===== config.mk =====
export PLATFORM = sky130hd
export DESIGN_NAME = game_top
export DESIGN_NICKNAME = d
export VERILOG_FILES = /design/src/common/game_pkg.sv /design/src/common/board_mem_if.sv /design/src/design/game_top.sv /design/src/design/apb_board_reader.sv /design/src/design/game_engine.sv /design/src/board/board_arbiter.sv /design/src/board/board_ram.sv
export SDC_FILE = /design/constraint.sdc
export NUM_CORES = 2
export LEC_CHECK = 0
export BUFFER_PORTS_ARGS = -buffer_cell sky130_fd_sc_hd__buf_4
export CORE_MARGIN = 3
export CORE_UTILIZATION = 40
export DETAILED_ROUTE_END_ITERATION = 10
export SYNTH_ARGS = -nofsm -noshare
export SYNTH_HDL_FRONTEND = slang
export SYNTH_HIERARCHICAL = 1
export SYNTH_SLANG_ARGS = --single-unit
export TNS_END_PERCENT = 50

===== constraint.sdc =====
create_clock -name clock -period 7.05 [get_ports clock]
set_input_delay 0.705 -clock clock [delete_from_list [all_inputs] [get_ports clock]]
set_output_delay 0.705 -clock clock [all_outputs]
set_load 0.03 [all_outputs]

===== src/common/game_pkg.sv =====
package game_pkg;

    typedef logic [3:0]  coord_t;
    typedef logic [8:0]  troop_t;
    typedef logic [6:0]  cell_addr_t;   // v * 10 + h
    typedef logic [13:0] cell_word_t;   // owner, piece, troop
    typedef logic [11:0] apb_addr_t;
    typedef logic [31:0] apb_data_t;

    typedef enum logic [2:0] {NPC, RED, BLUE} player_t;
    typedef enum logic [1:0] {TERRITORY, MOUNTAIN, CROWN, CITY} piece_t;
    typedef enum logic [1:0] {
        CHOOSE     = 2'b00,
        MOVE_TOTAL = 2'b10,
        MOVE_HALF  = 2'b11
    } cursor_mode_t;
    typedef enum logic [2:0] {W, A, S, D, SPACE, Z, NONE} key_op_t;
    typedef enum logic [2:0] {IDLE, READ_SRC, READ_DST, WRITE_DST, WRITE_SRC} engine_state_t;

    localparam coord_t     board_width      = 4'd10;
    localparam cell_addr_t cell_count       = 7'd100;
    localparam coord_t     crown_red_h      = 4'd2;
    localparam coord_t     crown_red_v      = 4'd3;
    localparam coord_t     crown_blue_h     = 4'd8;
    localparam coord_t     crown_blue_v     = 4'd7;
    localparam troop_t     crown_red_troop  = 9'h057;
    localparam troop_t     crown_blue_troop = 9'h059;
    localparam troop_t     city_troop       = 9'h043;
    localparam coord_t     mountain_row     = 4'd5;
    localparam coord_t     mountain_last_h  = 4'd3;   // mountains span h 0..3
    localparam coord_t     city_a_h         = 4'd6;
    localparam coord_t     city_a_v         = 4'd2;
    localparam coord_t     city_b_h         = 4'd4;
    localparam coord_t     city_b_v         = 4'd8;
    localparam int         owner_lsb        = 11;
    localparam int         piece_lsb        = 9;
    localparam int         troop_lsb        = 0;
    localparam apb_addr_t  status_addr      = 12'h100;

    function automatic cell_addr_t cell_index(coord_t h, coord_t v);
        return cell_addr_t'(v) * cell_addr_t'(board_width) + cell_addr_t'(h);
    endfunction

    function automatic cell_word_t pack_cell(player_t owner, piece_t piece, troop_t troop);
        cell_word_t w;
        w = '0;
        w[owner_lsb +: $bits(player_t)] = owner;
        w[piece_lsb +: $bits(piece_t)]  = piece;
        w[troop_lsb +: $bits(troop_t)]  = troop;
        return w;
    endfunction

endpackage

===== src/common/board_mem_if.sv =====
`timescale 1ns/1ps

interface board_mem_if;
    logic                 req;
    logic                 gnt;     // on the memory side this is ready
    logic                 we;
    game_pkg::cell_addr_t addr;
    game_pkg::cell_word_t wdata;
    game_pkg::cell_word_t rdata;   // valid the cycle after a granted read

    modport requester (
        output req,
        output we,
        output addr,
        output wdata,
        input  gnt,
        input  rdata
    );

    modport arbiter (
        input  req,
        input  we,
        input  addr,
        input  wdata,
        output gnt,
        output rdata
    );
endinterface


===== src/design/game_top.sv =====
`timescale 1ns/1ps

module game_top (
    input  logic                 clock,
    input  logic                 reset,
    input  logic                 keyboard_ready,
    input  logic [2:0]           keyboard_data,
    output logic                 key_read_fin,
    input  logic                 psel,
    input  logic                 penable,
    input  logic                 pwrite,
    input  game_pkg::apb_addr_t  paddr,
    input  game_pkg::apb_data_t  pwdata,
    output game_pkg::apb_data_t  prdata,
    output logic                 pready,
    output logic                 pslverr
);
    game_pkg::coord_t       cursor_h;
    game_pkg::coord_t       cursor_v;
    game_pkg::cursor_mode_t cursor_mode;
    game_pkg::player_t      current_player;
    logic                   idle;

    board_mem_if eng_port ();
    board_mem_if host_port ();
    board_mem_if ram_port ();

    game_engine i_game_engine (
        .clock          (clock),
        .reset          (reset),
        .keyboard_ready (keyboard_ready),
        .keyboard_data  (game_pkg::key_op_t'(keyboard_data)),   // 6 and 7 pass through
        .key_read_fin   (key_read_fin),
        .mem            (eng_port.requester),
        .cursor_h       (cursor_h),
        .cursor_v       (cursor_v),
        .cursor_mode    (cursor_mode),
        .current_player (current_player),
        .idle           (idle)
    );

    apb_board_reader i_apb_board_reader (
        .clock (clock),
        .reset (reset),
        .psel (psel),
        .penable (penable),
        .pwrite (pwrite),
        .paddr (paddr),
        .pwdata (pwdata),
        .prdata (prdata),
        .pready (pready),
        .pslverr (pslverr),
        .mem (host_port.requester),
        .cursor_h (cursor_h),
        .cursor_v (cursor_v),
        .cursor_mode (cursor_mode),
        .current_player (current_player),
        .idle (idle)
    );

    board_arbiter i_board_arbiter (
        .clock (clock),
        .reset (reset),
        .eng   (eng_port.arbiter),
        .host  (host_port.arbiter),
        .mem   (ram_port.requester)
    );

    board_ram i_board_ram (
        .clock (clock),
        .reset (reset),
        .mem   (ram_port.arbiter)
    );

endmodule


===== src/design/apb_board_reader.sv =====
`timescale 1ns/1ps

module apb_board_reader (
    input  logic                    clock,
    input  logic                    reset,
    input  logic                    psel,
    input  logic                    penable,
    input  logic                    pwrite,
    input  game_pkg::apb_addr_t     paddr,
    input  game_pkg::apb_data_t     pwdata,
    output game_pkg::apb_data_t     prdata,
    output logic                    pready,
    output logic                    pslverr,
    board_mem_if.requester          mem,
    input  game_pkg::coord_t        cursor_h,
    input  game_pkg::coord_t        cursor_v,
    input  game_pkg::cursor_mode_t  cursor_mode,
    input  game_pkg::player_t       current_player,
    input  logic                    idle
);
    logic                access;
    logic                cell_rd;
    logic                status_rd;
    logic                rd_done;       // cell word on rdata this cycle
    game_pkg::apb_data_t status_word;

    assign access    = psel && penable;
    assign cell_rd   = access && !pwrite &&
                       (paddr < game_pkg::apb_addr_t'(game_pkg::cell_count));
    assign status_rd = access && !pwrite && (paddr == game_pkg::status_addr);

    always_comb begin
        status_word        = '0;
        status_word[3:0]   = cursor_h;
        status_word[7:4]   = cursor_v;
        status_word[9:8]   = cursor_mode;
        status_word[12:10] = current_player;
        status_word[16]    = idle;
    end

    // writes are not supported, pwdata is ignored
    assign mem.req   = cell_rd && !rd_done;
    assign mem.we    = 1'b0;
    assign mem.addr  = game_pkg::cell_addr_t'(paddr);
    assign mem.wdata = '0;

    always_ff @(posedge clock) begin
        if (reset) begin
            rd_done <= 1'b0;
        end else begin
            rd_done <= mem.req && mem.gnt;
        end
    end

    assign pready  = access && (!cell_rd || rd_done);
    assign pslverr = access && !cell_rd && !status_rd;
    assign prdata  = cell_rd   ? game_pkg::apb_data_t'(mem.rdata)
                   : status_rd ? status_word
                   : '0;

endmodule


===== src/design/game_engine.sv =====
`timescale 1ns/1ps

module game_engine (
    input  logic                    clock,
    input  logic                    reset,
    input  logic                    keyboard_ready,
    input  game_pkg::key_op_t       keyboard_data,
    output logic                    key_read_fin,
    board_mem_if.requester          mem,
    output game_pkg::coord_t        cursor_h,
    output game_pkg::coord_t        cursor_v,
    output game_pkg::cursor_mode_t  cursor_mode,
    output game_pkg::player_t       current_player,
    output logic                    idle
);
    game_pkg::engine_state_t state;
    game_pkg::key_op_t       op;           // pending operation, NONE when empty
    logic                    rd_valid;     // rdata holds the last granted read
    game_pkg::piece_t        src_piece;
    game_pkg::troop_t        src_troop;
    game_pkg::piece_t        dst_piece;
    game_pkg::coord_t        tgt_h;
    game_pkg::coord_t        tgt_v;
    logic                    on_board;
    game_pkg::player_t       rd_owner;
    game_pkg::piece_t        rd_piece;
    game_pkg::troop_t        rd_troop;
    game_pkg::troop_t        moved_troop;
    game_pkg::player_t       next_player;
    logic                    move_mode;

    assign rd_owner = game_pkg::player_t'(mem.rdata[game_pkg::owner_lsb +: 3]);
    assign rd_piece = game_pkg::piece_t'(mem.rdata[game_pkg::piece_lsb +: 2]);
    assign rd_troop = mem.rdata[game_pkg::troop_lsb +: 9];

    assign move_mode   = cursor_mode[1];
    assign next_player = (current_player == game_pkg::RED) ? game_pkg::BLUE : game_pkg::RED;
    assign moved_troop = (cursor_mode == game_pkg::MOVE_TOTAL) ? src_troop - 1'b1
                                                              : src_troop >> 1;
    assign idle = (state == game_pkg::IDLE) && (op == game_pkg::NONE);

    // neighbour in the key direction, used for both steps and moves
    always_comb begin
        tgt_h    = cursor_h;
        tgt_v    = cursor_v;
        on_board = 1'b0;
        case (op)
            game_pkg::W: begin
                on_board = (cursor_v != '0);
                tgt_v    = cursor_v - 1'b1;
            end
            game_pkg::A: begin
                on_board = (cursor_h != '0);
                tgt_h    = cursor_h - 1'b1;
            end
            game_pkg::S: begin
                on_board = (cursor_v != game_pkg::board_width - 1'b1);
                tgt_v    = cursor_v + 1'b1;
            end
            game_pkg::D: begin
                on_board = (cursor_h != game_pkg::board_width - 1'b1);
                tgt_h    = cursor_h + 1'b1;
            end
            default: ;
        endcase
    end

    assign mem.we  = (state == game_pkg::WRITE_DST) || (state == game_pkg::WRITE_SRC);
    assign mem.req = mem.we ||
                     (((state == game_pkg::READ_SRC) || (state == game_pkg::READ_DST)) &&
                      !rd_valid);
    assign mem.addr = ((state == game_pkg::READ_SRC) || (state == game_pkg::WRITE_SRC))
                    ? game_pkg::cell_index(cursor_h, cursor_v)
                    : game_pkg::cell_index(tgt_h, tgt_v);
    assign mem.wdata = (state == game_pkg::WRITE_DST)
                     ? game_pkg::pack_cell(current_player, dst_piece, moved_troop)
                     : game_pkg::pack_cell(current_player, src_piece, src_troop - moved_troop);

    always_ff @(posedge clock) begin
        if (reset) begin
            state          <= game_pkg::IDLE;
            op             <= game_pkg::NONE;
            key_read_fin   <= 1'b0;
            rd_valid       <= 1'b0;
            cursor_h       <= '0;
            cursor_v       <= '0;
            cursor_mode    <= game_pkg::CHOOSE;
            current_player <= game_pkg::RED;
        end else begin
            key_read_fin <= 1'b0;
            rd_valid     <= mem.req && mem.gnt && !mem.we;
            case (state)
                game_pkg::IDLE: begin
                    if (op == game_pkg::NONE) begin
                        if (keyboard_ready && !key_read_fin) begin   // one ack per key
                            key_read_fin <= 1'b1;
                            if (keyboard_data <= game_pkg::Z) begin
                                op <= keyboard_data;   // codes 6 and 7 dropped
                            end
                        end
                    end else if (op == game_pkg::SPACE && !move_mode) begin
                        state <= game_pkg::READ_SRC;   // check the source cell first
                    end else if (move_mode && on_board) begin
                        state <= game_pkg::READ_SRC;
                    end else begin
                        op <= game_pkg::NONE;
                        if (op == game_pkg::SPACE) begin
                            cursor_mode <= game_pkg::CHOOSE;
                        end else if (op == game_pkg::Z && move_mode) begin
                            cursor_mode <= (cursor_mode == game_pkg::MOVE_TOTAL)
                                         ? game_pkg::MOVE_HALF : game_pkg::MOVE_TOTAL;
                        end else if (!move_mode && on_board) begin
                            cursor_h <= tgt_h;
                            cursor_v <= tgt_v;
                        end
                    end
                end
                game_pkg::READ_SRC: begin
                    if (rd_valid) begin
                        src_piece <= rd_piece;
                        src_troop <= rd_troop;
                        if (op == game_pkg::SPACE) begin
                            if (rd_owner == current_player && rd_troop >= 9'd2) begin
                                cursor_mode <= game_pkg::MOVE_TOTAL;
                            end
                            op    <= game_pkg::NONE;
                            state <= game_pkg::IDLE;
                        end else begin
                            state <= game_pkg::READ_DST;
                        end
                    end
                end
                game_pkg::READ_DST: begin
                    if (rd_valid) begin
                        dst_piece <= rd_piece;
                        if (rd_owner == game_pkg::NPC &&
                            (rd_piece == game_pkg::TERRITORY || rd_piece == game_pkg::CITY)) begin
                            state <= game_pkg::WRITE_DST;
                        end else begin
                            op    <= game_pkg::NONE;   // blocked move
                            state <= game_pkg::IDLE;
                        end
                    end
                end
                game_pkg::WRITE_DST: begin
                    if (mem.gnt) begin
                        state <= game_pkg::WRITE_SRC;
                    end
                end
                default: begin   // WRITE_SRC, then hand the turn over
                    if (mem.gnt) begin
                        op             <= game_pkg::NONE;
                        state          <= game_pkg::IDLE;
                        current_player <= next_player;
                        cursor_mode    <= game_pkg::CHOOSE;
                        cursor_h <= (next_player == game_pkg::BLUE) ? game_pkg::crown_blue_h
                                                                     : game_pkg::crown_red_h;
                        cursor_v <= (next_player == game_pkg::BLUE) ? game_pkg::crown_blue_v
                                                                     : game_pkg::crown_red_v;
                    end
                end
            endcase
        end
    end

endmodule


===== src/board/board_arbiter.sv =====
`timescale 1ns/1ps

module board_arbiter (
    input  logic            clock,
    input  logic            reset,
    board_mem_if.arbiter    eng,
    board_mem_if.arbiter    host,
    board_mem_if.requester  mem
);
    logic rd_owner_eng;   // pending read belongs to the engine

    // engine wins whenever it asks
    assign eng.gnt  = mem.gnt && eng.req;
    assign host.gnt = mem.gnt && host.req && !eng.req;

    assign mem.req = eng.req || host.req;

    always_comb begin
        if (eng.req) begin
            mem.we    = eng.we;
            mem.addr  = eng.addr;
            mem.wdata = eng.wdata;
        end else begin
            mem.we    = host.we;
            mem.addr  = host.addr;
            mem.wdata = host.wdata;
        end
    end

    always_ff @(posedge clock) begin
        if (reset) begin
            rd_owner_eng <= 1'b0;
        end else if (mem.req && mem.gnt && !mem.we) begin
            rd_owner_eng <= eng.req;
        end
    end

    // read data only reaches the port that asked for it
    assign eng.rdata  = rd_owner_eng ? mem.rdata : '0;
    assign host.rdata = rd_owner_eng ? '0 : mem.rdata;

endmodule


===== src/board/board_ram.sv =====
`timescale 1ns/1ps

module board_ram (
    input  logic          clock,
    input  logic          reset,
    board_mem_if.arbiter  mem
);
    game_pkg::cell_word_t cells [game_pkg::cell_count];
    game_pkg::cell_addr_t fill_idx;
    game_pkg::cell_word_t fill_word;
    logic                 filling;

    assign mem.gnt = !filling;   // not ready during the opening fill

    // opening layout for the cell under the fill counter
    always_comb begin
        fill_word = game_pkg::pack_cell(game_pkg::NPC, game_pkg::TERRITORY, '0);
        if (fill_idx == game_pkg::cell_index(game_pkg::crown_red_h, game_pkg::crown_red_v)) begin
            fill_word = game_pkg::pack_cell(game_pkg::RED, game_pkg::CROWN,
                                            game_pkg::crown_red_troop);
        end else if (fill_idx == game_pkg::cell_index(game_pkg::crown_blue_h,
                                                      game_pkg::crown_blue_v)) begin
            fill_word = game_pkg::pack_cell(game_pkg::BLUE, game_pkg::CROWN,
                                            game_pkg::crown_blue_troop);
        end else if (fill_idx >= game_pkg::cell_index('0, game_pkg::mountain_row) &&
                     fill_idx <= game_pkg::cell_index(game_pkg::mountain_last_h,
                                                      game_pkg::mountain_row)) begin
            fill_word = game_pkg::pack_cell(game_pkg::NPC, game_pkg::MOUNTAIN, '0);
        end else if (fill_idx == game_pkg::cell_index(game_pkg::city_a_h, game_pkg::city_a_v) ||
                     fill_idx == game_pkg::cell_index(game_pkg::city_b_h, game_pkg::city_b_v)) begin
            fill_word = game_pkg::pack_cell(game_pkg::NPC, game_pkg::CITY,
                                            game_pkg::city_troop);
        end
    end

    // one cell per cycle, 100 cycles in total
    always_ff @(posedge clock) begin
        if (reset) begin
            filling  <= 1'b1;
            fill_idx <= '0;
        end else if (filling) begin
            fill_idx <= fill_idx + 1'b1;
            if (fill_idx == game_pkg::cell_count - 1'b1) begin
                filling <= 1'b0;
            end
        end
    end

    always_ff @(posedge clock) begin
        if (filling) begin
            cells[fill_idx] <= fill_word;
        end else if (mem.req && mem.we) begin
            cells[mem.addr] <= mem.wdata;
        end
        if (mem.req && mem.gnt && !mem.we) begin
            mem.rdata <= cells[mem.addr];   // one-cycle read
        end
    end

endmodule


== Word level (Yosys, flattened, before mapping) ==
Memory sizes are Yosys's and may differ from the RTL's. A register that Yosys moved wholly into a read port is not among the register bits.
Index checks and enable logic that the tools add are counted.
Cells by class
  mux-type cells: 79
  magnitude comparators: 5
  bitwise logic cells: 7
  eq/ne operators: 41
  reduce and logical (&&, ||, !) cells: 67
  multipliers: 2
  add/subtract/negate cells: 9
Operators with widths (number)
  14-bit two-way mux: 6
  4-bit two-way mux: 15
  3-bit two-way mux: 18
  32-bit two-way mux: 1
  4-bit case mux with 2 select lines: 4
  1-bit logical AND: 27
  2-bit two-way mux: 12
  3-bit case mux with 4 select lines: 2
  11-bit two-way mux: 2
  7-bit == test, second input constant: 3
  7-bit two-way mux: 3
  2-bit != test, second input constant: 9
  3-bit != test, second input constant: 6
  17-bit two-way mux: 1
  7-bit by 4-bit adder with 7-bit output: 2
  14-bit OR reduction: 1
  13-bit two-way mux: 1
  12-bit by 9-bit == test with 1-bit output, second input constant: 1
  3-bit by 2-bit == test with 1-bit output, second input constant: 4
  3-bit == test, second input constant: 4
  12-bit by 7-bit < comparator with 1-bit output, second input constant: 1
  4-bit by 3-bit multiplier with 6-bit output, second input constant: 2
  4-bit nonzero test: 3
  1-bit logical NOT: 11
  36 further kinds: 71
Word-level totals
  input bits: 53
  register bits after elaboration: 43
  memories kept: 1
  memory bits (writable): 1400
  output and inout bits: 35
Memory list
  i_board_ram.cells: depth 100, bits a word 14, rd ports 1, clocked after memory_dff 1, wr ports 1, RTL line board_ram.sv:8  | game_pkg::cell_word_t cells [game_pkg::cell_count];

== Logic depth before layout (Yosys ltp) ==
  depth after elaboration: 11
  depth in mapped cells: 24
  mapped depth without buffers: 21

== Cells and area by module ==
The synthesis kept the hierarchy.
Modules (own cells, without submodules)
  board_ram: times used 1, sequential area each 42620.9 sq um, area an instance 55162.9 sq um, cells each 2481
  game_engine: times used 1, sequential area each 790.8 sq um, area an instance 3121.7 sq um, cells each 386
  apb_board_reader: times used 1, sequential area each 20.0 sq um, area an instance 596.8 sq um, cells each 74
  board_arbiter: times used 1, sequential area each 20.0 sq um, area an instance 580.6 sq um, cells each 65

== Worst setup path before layout ==
No wires, ideal clock.
  kind: input to register
  start point: in psel
  end point: mem i_board_ram/cells[0][1] in the netlist's numbering (data pin)
  data required time: 6.070 ns
  setup time: 0.980 ns
  stages: 11
  slack: -0.277 ns
  data arrival time: 6.347 ns
  buffers on the path: 5
  cell sequence: nand2_1 > and4b_1 > buf_6 > buf_12 > and2_1 > or2_2 > and3_1 > buf_2 > buf_1 > clkbuf_1 > o21ai_0
Between the ends
  word-level cells in the longest chain between the ends: 11
Ends and longest elaborated chain
  from (decl): RTL line game_top.sv:9  | input logic psel,
  1-bit logical AND: RTL line apb_board_reader.sv:27  | assign access = psel && penable;
  1-bit logical AND (2 in series): RTL line apb_board_reader.sv:28  | assign cell_rd = access && !pwrite &&
  1-bit logical AND: RTL line apb_board_reader.sv:42  | assign mem.req = cell_rd && !rd_done;
  named net host_port.req: RTL line board_mem_if.sv:4  | logic req;
  1-bit logical OR: RTL line board_arbiter.sv:16  | assign mem.req = eng.req || host.req;
  named net ram_port.req: RTL line board_mem_if.sv:4
  1-bit logical AND: RTL line board_ram.sv:52  | end else if (mem.req && mem.we) begin
  1-bit two-way mux: RTL line board_ram.sv:52
  1-bit two-way mux: RTL line board_ram.sv:50  | if (filling) begin
  1-bit two-way mux (implied by the code): RTL line board_ram.sv:53  | cells[mem.addr] <= mem.wdata;
  14-bit OR reduction (no source line)
  14-bit two-way mux (no source line)
  to (decl): RTL line board_ram.sv:8
The timed path passes the listed nets, and every way through them passes these cells.

== Worst setup path after layout ==
  start point: reg i_game_engine.op[2]
  end point: mem i_board_ram/cells[13][12] in the netlist's numbering (enable)
Between the ends
  word-level cells in the longest chain between the ends: 7
  elaborated cells between the ends (all ways): 11
Ends and longest elaborated chain
  from (decl): RTL line game_engine.sv:17  | game_pkg::key_op_t op;
  from (signal assigned): RTL line game_engine.sv:82  | op <= game_pkg::NONE;
  from (signal assigned): RTL line game_engine.sv:98  | op <= keyboard_data;
  from (signal assigned): RTL line game_engine.sv:106  | op <= game_pkg::NONE;
  3-bit by 2-bit == test with 1-bit output or 3-bit logical NOT (tied branches): RTL line game_engine.sv:47  | case (op)
  4-bit case mux with 2 select lines: RTL line game_engine.sv:47
  4-bit by 3-bit multiplier with 6-bit output: RTL line game_pkg.sv:41  | return cell_addr_t'(v) * cell_addr_t'(board_width) + cell_addr_t'(h);
  7-bit by 4-bit adder with 7-bit output *: RTL line game_pkg.sv:41
  7-bit two-way mux *: RTL line game_engine.sv:73  | ? game_pkg::cell_index(cursor_h, cursor_v)
  named net eng_port.addr[6]: RTL line board_mem_if.sv:7  | game_pkg::cell_addr_t addr;
  7-bit two-way mux *: RTL line board_arbiter.sv:19  | if (eng.req) begin
  named net ram_port.addr[6]: RTL line board_mem_if.sv:7
  7-bit two-way mux (no source line) *
The timed path passes the listed nets; every way through them passes the cells marked *.

==> out/qor_table.md <==
| Step | Item | Reported |
|:---|:---|:---|
| synthesis | Mapped Cells | 3006 |
| place | Dpl ws | 0.977 ns |
| worst hold path | Worst hold path stage count | 2 |
| worst setup path | CP max-delay cell | sky130_fd_sc_hd__nor2_1 |
| timing | Setup WS post-layout | 0.872 ns |
| routing | Post-detailed-route wirelength per cell | 27.1 µm |
| synthesis | Asr flop ratio synth | 0 |
| floorplanning | Height of the die | 392 µm |
| synthesis | Count of cell types in the netlist | 87 |
| timing | Pins Over Slew Limit | 101 |
| pwr | Maximum vdd drop | 0.231 mV |
| synthesis | Count of flip-flops with a built-in enable after synthesis | 1427 |
| routing | Total vias in the final route | 29.8k |
| clocking | Count of H-tree levels built during CTS | 4 |
| timing | Clock Skews | 0.0317 ns |
| timing | Share of the clock period used by the worst path after layout | 0.876 |
| cells and area | Share of cells above drive strength 1 | 0.259 |
| synthesis | Area share of the largest cell type after synthesis | 0.721 |
| floorplanning | Die Area | 153000 µm² |
| synthesis | Synth Flop Type | sky130_fd_sc_hd__edfxtp_1 |
| grt | Via count of the first global-routing pass | 29.3k |
| routing | Final wirelength | 142 mm |
| worst setup path | Depth of the most critical reg-to-reg path | 22 |
| place | Detailed-placement wirelength estimate | 85.9 mm |
| clocking | Post-CTS Repair Setup Buffers | 0 |
| place | I/O Buffers | 38 |
| timing | RSZ-0062 raised after global routing | no |
| timing | Final critical delay including setup and external delays | 6.18 ns |
| worst setup path | Required arrival time at the worst endpoint | 7.51 ns |
| floorplanning | Boundary pin count | 88 |
| timing | Relative slew slack | -1.63 |
| worst setup path | Type of origin of the critical path | flip-flop |
| worst setup path | Kind of end point of the critical path | flip-flop |
| status | Result of the run | finished, violations left |
| grt | Maximum number of pins on one net before global-route repair | 101 |
| worst setup path | FF-to-FF setup slack | 0.87 ns |
| place | Cell count after placement | 4984 |
| routing | Post-detailed-route count of antenna-violating nets | 0 |
| pwr | Leak | 22.5 nW |
| floorplanning | Placement Rows | 140 |
| timing | Count of endpoints failing hold in the final timing report | 0 |
| routing | Detailed Routing Iterations Pass 1 | 6 |
| synthesis | Cell taking the most area after synthesis | sky130_fd_sc_hd__edfxtp_1 |
| clocking | CTS Buf Count | 147 |
| pwr | Post-layout power | 19.3 mW |
| floorplanning | Core outline area | 147000 µm² |
| worst setup path | Worst setup path class | reg2reg |
| pwr | Cell area power density | 286 nW/µm² |
| synthesis | Post-Synthesis Cell Area | 59500 µm² |
| clocking | Clock root buffer | sky130_fd_sc_hd__clkbuf_16 |
| grt | Aggregate global-route resource usage | 0.187 |
| floorplanning | Initial cell density of the core | 0.406 |
| cells and area | Synth-to-Final Area Change | 13.2% |
| status | Failing checks | slew limit |
| synthesis | Dominant cells by area after synthesis | sky130_fd_sc_hd__edfxtp_1 (72%), sky130_fd_sc_hd__mux4_2 (14%), sky130_fd_sc_hd__mux2i_1 (1.1%), sky130_fd_sc_hd__nor2_1 (1.0%), sky130_fd_sc_hd__dfxtp_1 (1.0%) |
| synthesis | Avg Cell Area, Syn | 19.8 µm² |
| routing | Vias per cell | 5.68 |
| timing | Maximum clock rate | 162 MHz |
| flow run | Max capacitance violation total | 0 |
| timing | Final-report setup violation count | 0 |
| synthesis | Seq/Total Area, Yosys | 0.731 |
| worst setup path | Worst Path Arrival | 6.64 ns |
| clocking | Clock transition at the registers of the reported paths | 0.06 ns |
| place | Gpl congestion | 0.845 |
| clocking | Hold buffer count at cts | 0 |
| cells and area | Layout Nets | 3305 |
| clocking | Clock tree from TritonCTS | yes |
| grt | First-pass GRT wire length | 209 mm |
| grt | Leftover overflow at the end of global routing | 0 |
| timing | Setup_tns | 0 ns |
| clocking | Number of clock sinks seen by CTS | 1457 |
| routing | Number of DRC markers in iteration 0 | 3019 |
| timing | Measured slew at the worst slew-check pin | 3.95 ns |
| cells and area | Count of non-filler cells in the finished layout | 5245 |
| worst setup path | Maximum fanout along the worst path | 11 |
| clocking | Number of buffers on the longest clock path | 3 |
| synthesis | Number of synthesis warnings | 6 |
| worst setup path | Slowest cell delay on critical path | 0.55 ns |
| worst hold path | Worst hold path class | in2reg |
| timing | Tightest hold margin | 0.177 ns |
| clocking | Worst-skew pair later-pin latency | 0.77 ns |
| routing | Remaining design rule violation count | 0 |
| grt | Number of antenna violations at the first check in global routing | 1 |
| floorplanning | Overall die width | 392 µm |
| synthesis | Number of flip-flops and latches in the synthesized netlist | 1457 |
| clocking | Post-cts resize count | 0 |
| worst setup path | Critical path, cell by cell | nor2_1, nand2_1, ha_1, a21o_1, a2111o_1, o2111ai_1, nand2_1, ha_1, ha_1, inv_1, fa_1, nor3b_1, xnor2_1, xnor2_1, o21ai_0, mux2_2, or3_1, o31ai_1, buf_4, nand2_1, nor2_1, buf_12 |
cell usage after synthesis (9+ instances only):
master,number
sky130_fd_sc_hd__o22ai_1,35
sky130_fd_sc_hd__or3_1,9
sky130_fd_sc_hd__o21ai_0,39
sky130_fd_sc_hd__buf_4,62
sky130_fd_sc_hd__nor2b_1,23
sky130_fd_sc_hd__mux4_1,10
sky130_fd_sc_hd__a31oi_1,15
sky130_fd_sc_hd__nand3b_1,12
sky130_fd_sc_hd__mux2i_1,63
sky130_fd_sc_hd__xor2_1,14
sky130_fd_sc_hd__a22o_1,14
sky130_fd_sc_hd__buf_6,22
sky130_fd_sc_hd__nand3_1,41
sky130_fd_sc_hd__nand2b_1,12
sky130_fd_sc_hd__dfxtp_1,30
sky130_fd_sc_hd__inv_1,29
sky130_fd_sc_hd__nor3_1,18
sky130_fd_sc_hd__and2_1,39
sky130_fd_sc_hd__a211oi_1,27
sky130_fd_sc_hd__nor2_1,163
sky130_fd_sc_hd__nand2_1,123
sky130_fd_sc_hd__clkbuf_1,64
sky130_fd_sc_hd__buf_2,48
sky130_fd_sc_hd__a21o_1,16
sky130_fd_sc_hd__xnor2_1,18
sky130_fd_sc_hd__nor4_1,12
sky130_fd_sc_hd__ha_1,29
sky130_fd_sc_hd__edfxtp_1,1427
sky130_fd_sc_hd__mux4_2,366
sky130_fd_sc_hd__a21oi_1,50
sky130_fd_sc_hd__mux2_2,31
sky130_fd_sc_hd__a22oi_1,19
worst max-delay path, delay by kind of cell (launching register included):
kind            cells  cell delay (ns)
flops               1             0.41
mux                 1             0.37
compound gates      5             0.90
xor+xnor            2             0.30
simple gates        7             2.11
fa+ha+maj           4             1.26
buf+inv             3             0.49
path summary, 6_finish.rpt:
path / startpoint / endpoint
min: keyboard_ready / i_game_engine/key_read_fin
min reg2reg: i_game_engine/key_read_fin / i_game_engine/key_read_fin
max: i_game_engine/op[2] / i_board_ram/cells[13][12]
max reg2reg: i_game_engine/op[2] / i_board_ram/cells[13][12]
logic make-up (layout without fill, tap and decap cells):
| kind of cell | after synthesis | count (layout) | synth area share |
|---|---|---|---|
| muxes | 471 | 471 | 0.160 |
| other | 2 | 35 | 0.000126 |
| adders and majority gates | 36 | 36 | 0.00846 |
| DFF | 1457 | 1457 | 0.731 |
| xor gates and xnor gates | 32 | 32 | 0.00471 |
| buffers and inverters | 240 | 529 | 0.0241 |
| AOI/OAI and AO/OA | 268 | 268 | 0.0307 |
| and+or+nand+nor | 500 | 500 | 0.0414 |
cell usage in the layout, fill, tap and decap left out, types with 8 or more instances in the layout:
cell type                   count
sky130_fd_sc_hd__a21o_1         9
sky130_fd_sc_hd__o31ai_1        8
sky130_fd_sc_hd__mux4_1        10
sky130_fd_sc_hd__a31oi_1       14
sky130_fd_sc_hd__nand3b_1      12
sky130_fd_sc_hd__or3_1          9
sky130_fd_sc_hd__xor2_1        14
sky130_fd_sc_hd__clkinv_2      23
sky130_fd_sc_hd__a22oi_1       19
sky130_fd_sc_hd__nand3_1       41
sky130_fd_sc_hd__buf_4        224
sky130_fd_sc_hd__mux4_2       366
sky130_fd_sc_hd__a21oi_1       50
sky130_fd_sc_hd__ha_1          29
sky130_fd_sc_hd__nand2_1      122
sky130_fd_sc_hd__buf_12        16
sky130_fd_sc_hd__mux2i_1       63
sky130_fd_sc_hd__conb_1        34
sky130_fd_sc_hd__and2_1        36
sky130_fd_sc_hd__edfxtp_1    1427
sky130_fd_sc_hd__nor3_1        18
sky130_fd_sc_hd__o21ai_0       36
sky130_fd_sc_hd__clkbuf_16    153
sky130_fd_sc_hd__o22ai_1       35
sky130_fd_sc_hd__a22o_1        14
sky130_fd_sc_hd__dfxtp_1       30
sky130_fd_sc_hd__nor2_1       163
sky130_fd_sc_hd__a211oi_1      27
sky130_fd_sc_hd__nor2b_1       23
sky130_fd_sc_hd__inv_1         28
sky130_fd_sc_hd__clkbuf_1      33
sky130_fd_sc_hd__nand2b_1      12
sky130_fd_sc_hd__nor4_1        12
sky130_fd_sc_hd__mux2_2        27
sky130_fd_sc_hd__clkinv_1      35
sky130_fd_sc_hd__xnor2_1       18
final cells by class:
cell class | instances | area, µm²
Antenna cell | 1 | 2.50
Clock buffer | 187 | 3970
Clock inverter | 73 | 542
Fill cell | 12143 | 79300
Inverter | 29 | 109
Multi-Input combinational cell | 1341 | 14800
Sequential cell | 1457 | 43500
Tap cell | 1917 | 2400
Timing Repair Buffer | 240 | 2000
per-stage QoR:
stage / utilization / area [µm²]
2_1_floorplan: - / 59600
3_3_place_gp: 0.428 / 62800
3_5_place_dp: 0.428 / 62800
4_1_cts: 0.459 / 67300
5_1_grt: 0.459 / 67300
6_report: 0.459 / 67300
report_power, final:
group | total (mW) | switching (mW) | internal, mW
sequential | 9.47 | 0.0483 | 9.42
combinational | 2.41 | 1.41 | 0.998
clock | 7.38 | 3.16 | 4.22
total | 19.3 | 4.62 | 14.6
registers in the layout (all words and copies together), names as in the netlist:
register / cells
i_board_ram/cells: 1400
i_board_ram/mem.rdata: 14
i_game_engine/src_troop: 9
i_board_ram/fill_idx: 7
i_game_engine/cursor_h: 4
i_game_engine/cursor_v: 4
i_game_engine/op: 3
i_game_engine/state: 3
i_game_engine/current_player: 2
i_game_engine/cursor_mode: 2
i_game_engine/dst_piece: 2
i_game_engine/src_piece: 2
i_apb_board_reader/rd_done: 1
i_board_arbiter/rd_owner_eng: 1
i_board_ram/filling: 1
i_game_engine/key_read_fin: 1
i_game_engine/rd_valid: 1
metal layers:
metal | wire length [µm] | vias to the layer above | GRT usage
met4 | 4290 | 0 | 0.0632
met1 | 62600 | 15826 | 0.274
met2 | 66400 | 1059 | 0.287
met5 | 0 | - | 0
li1 | - | 12677 | -
met3 | 9020 | 223 | 0.0308
Power figures use the tool's default switching activity.
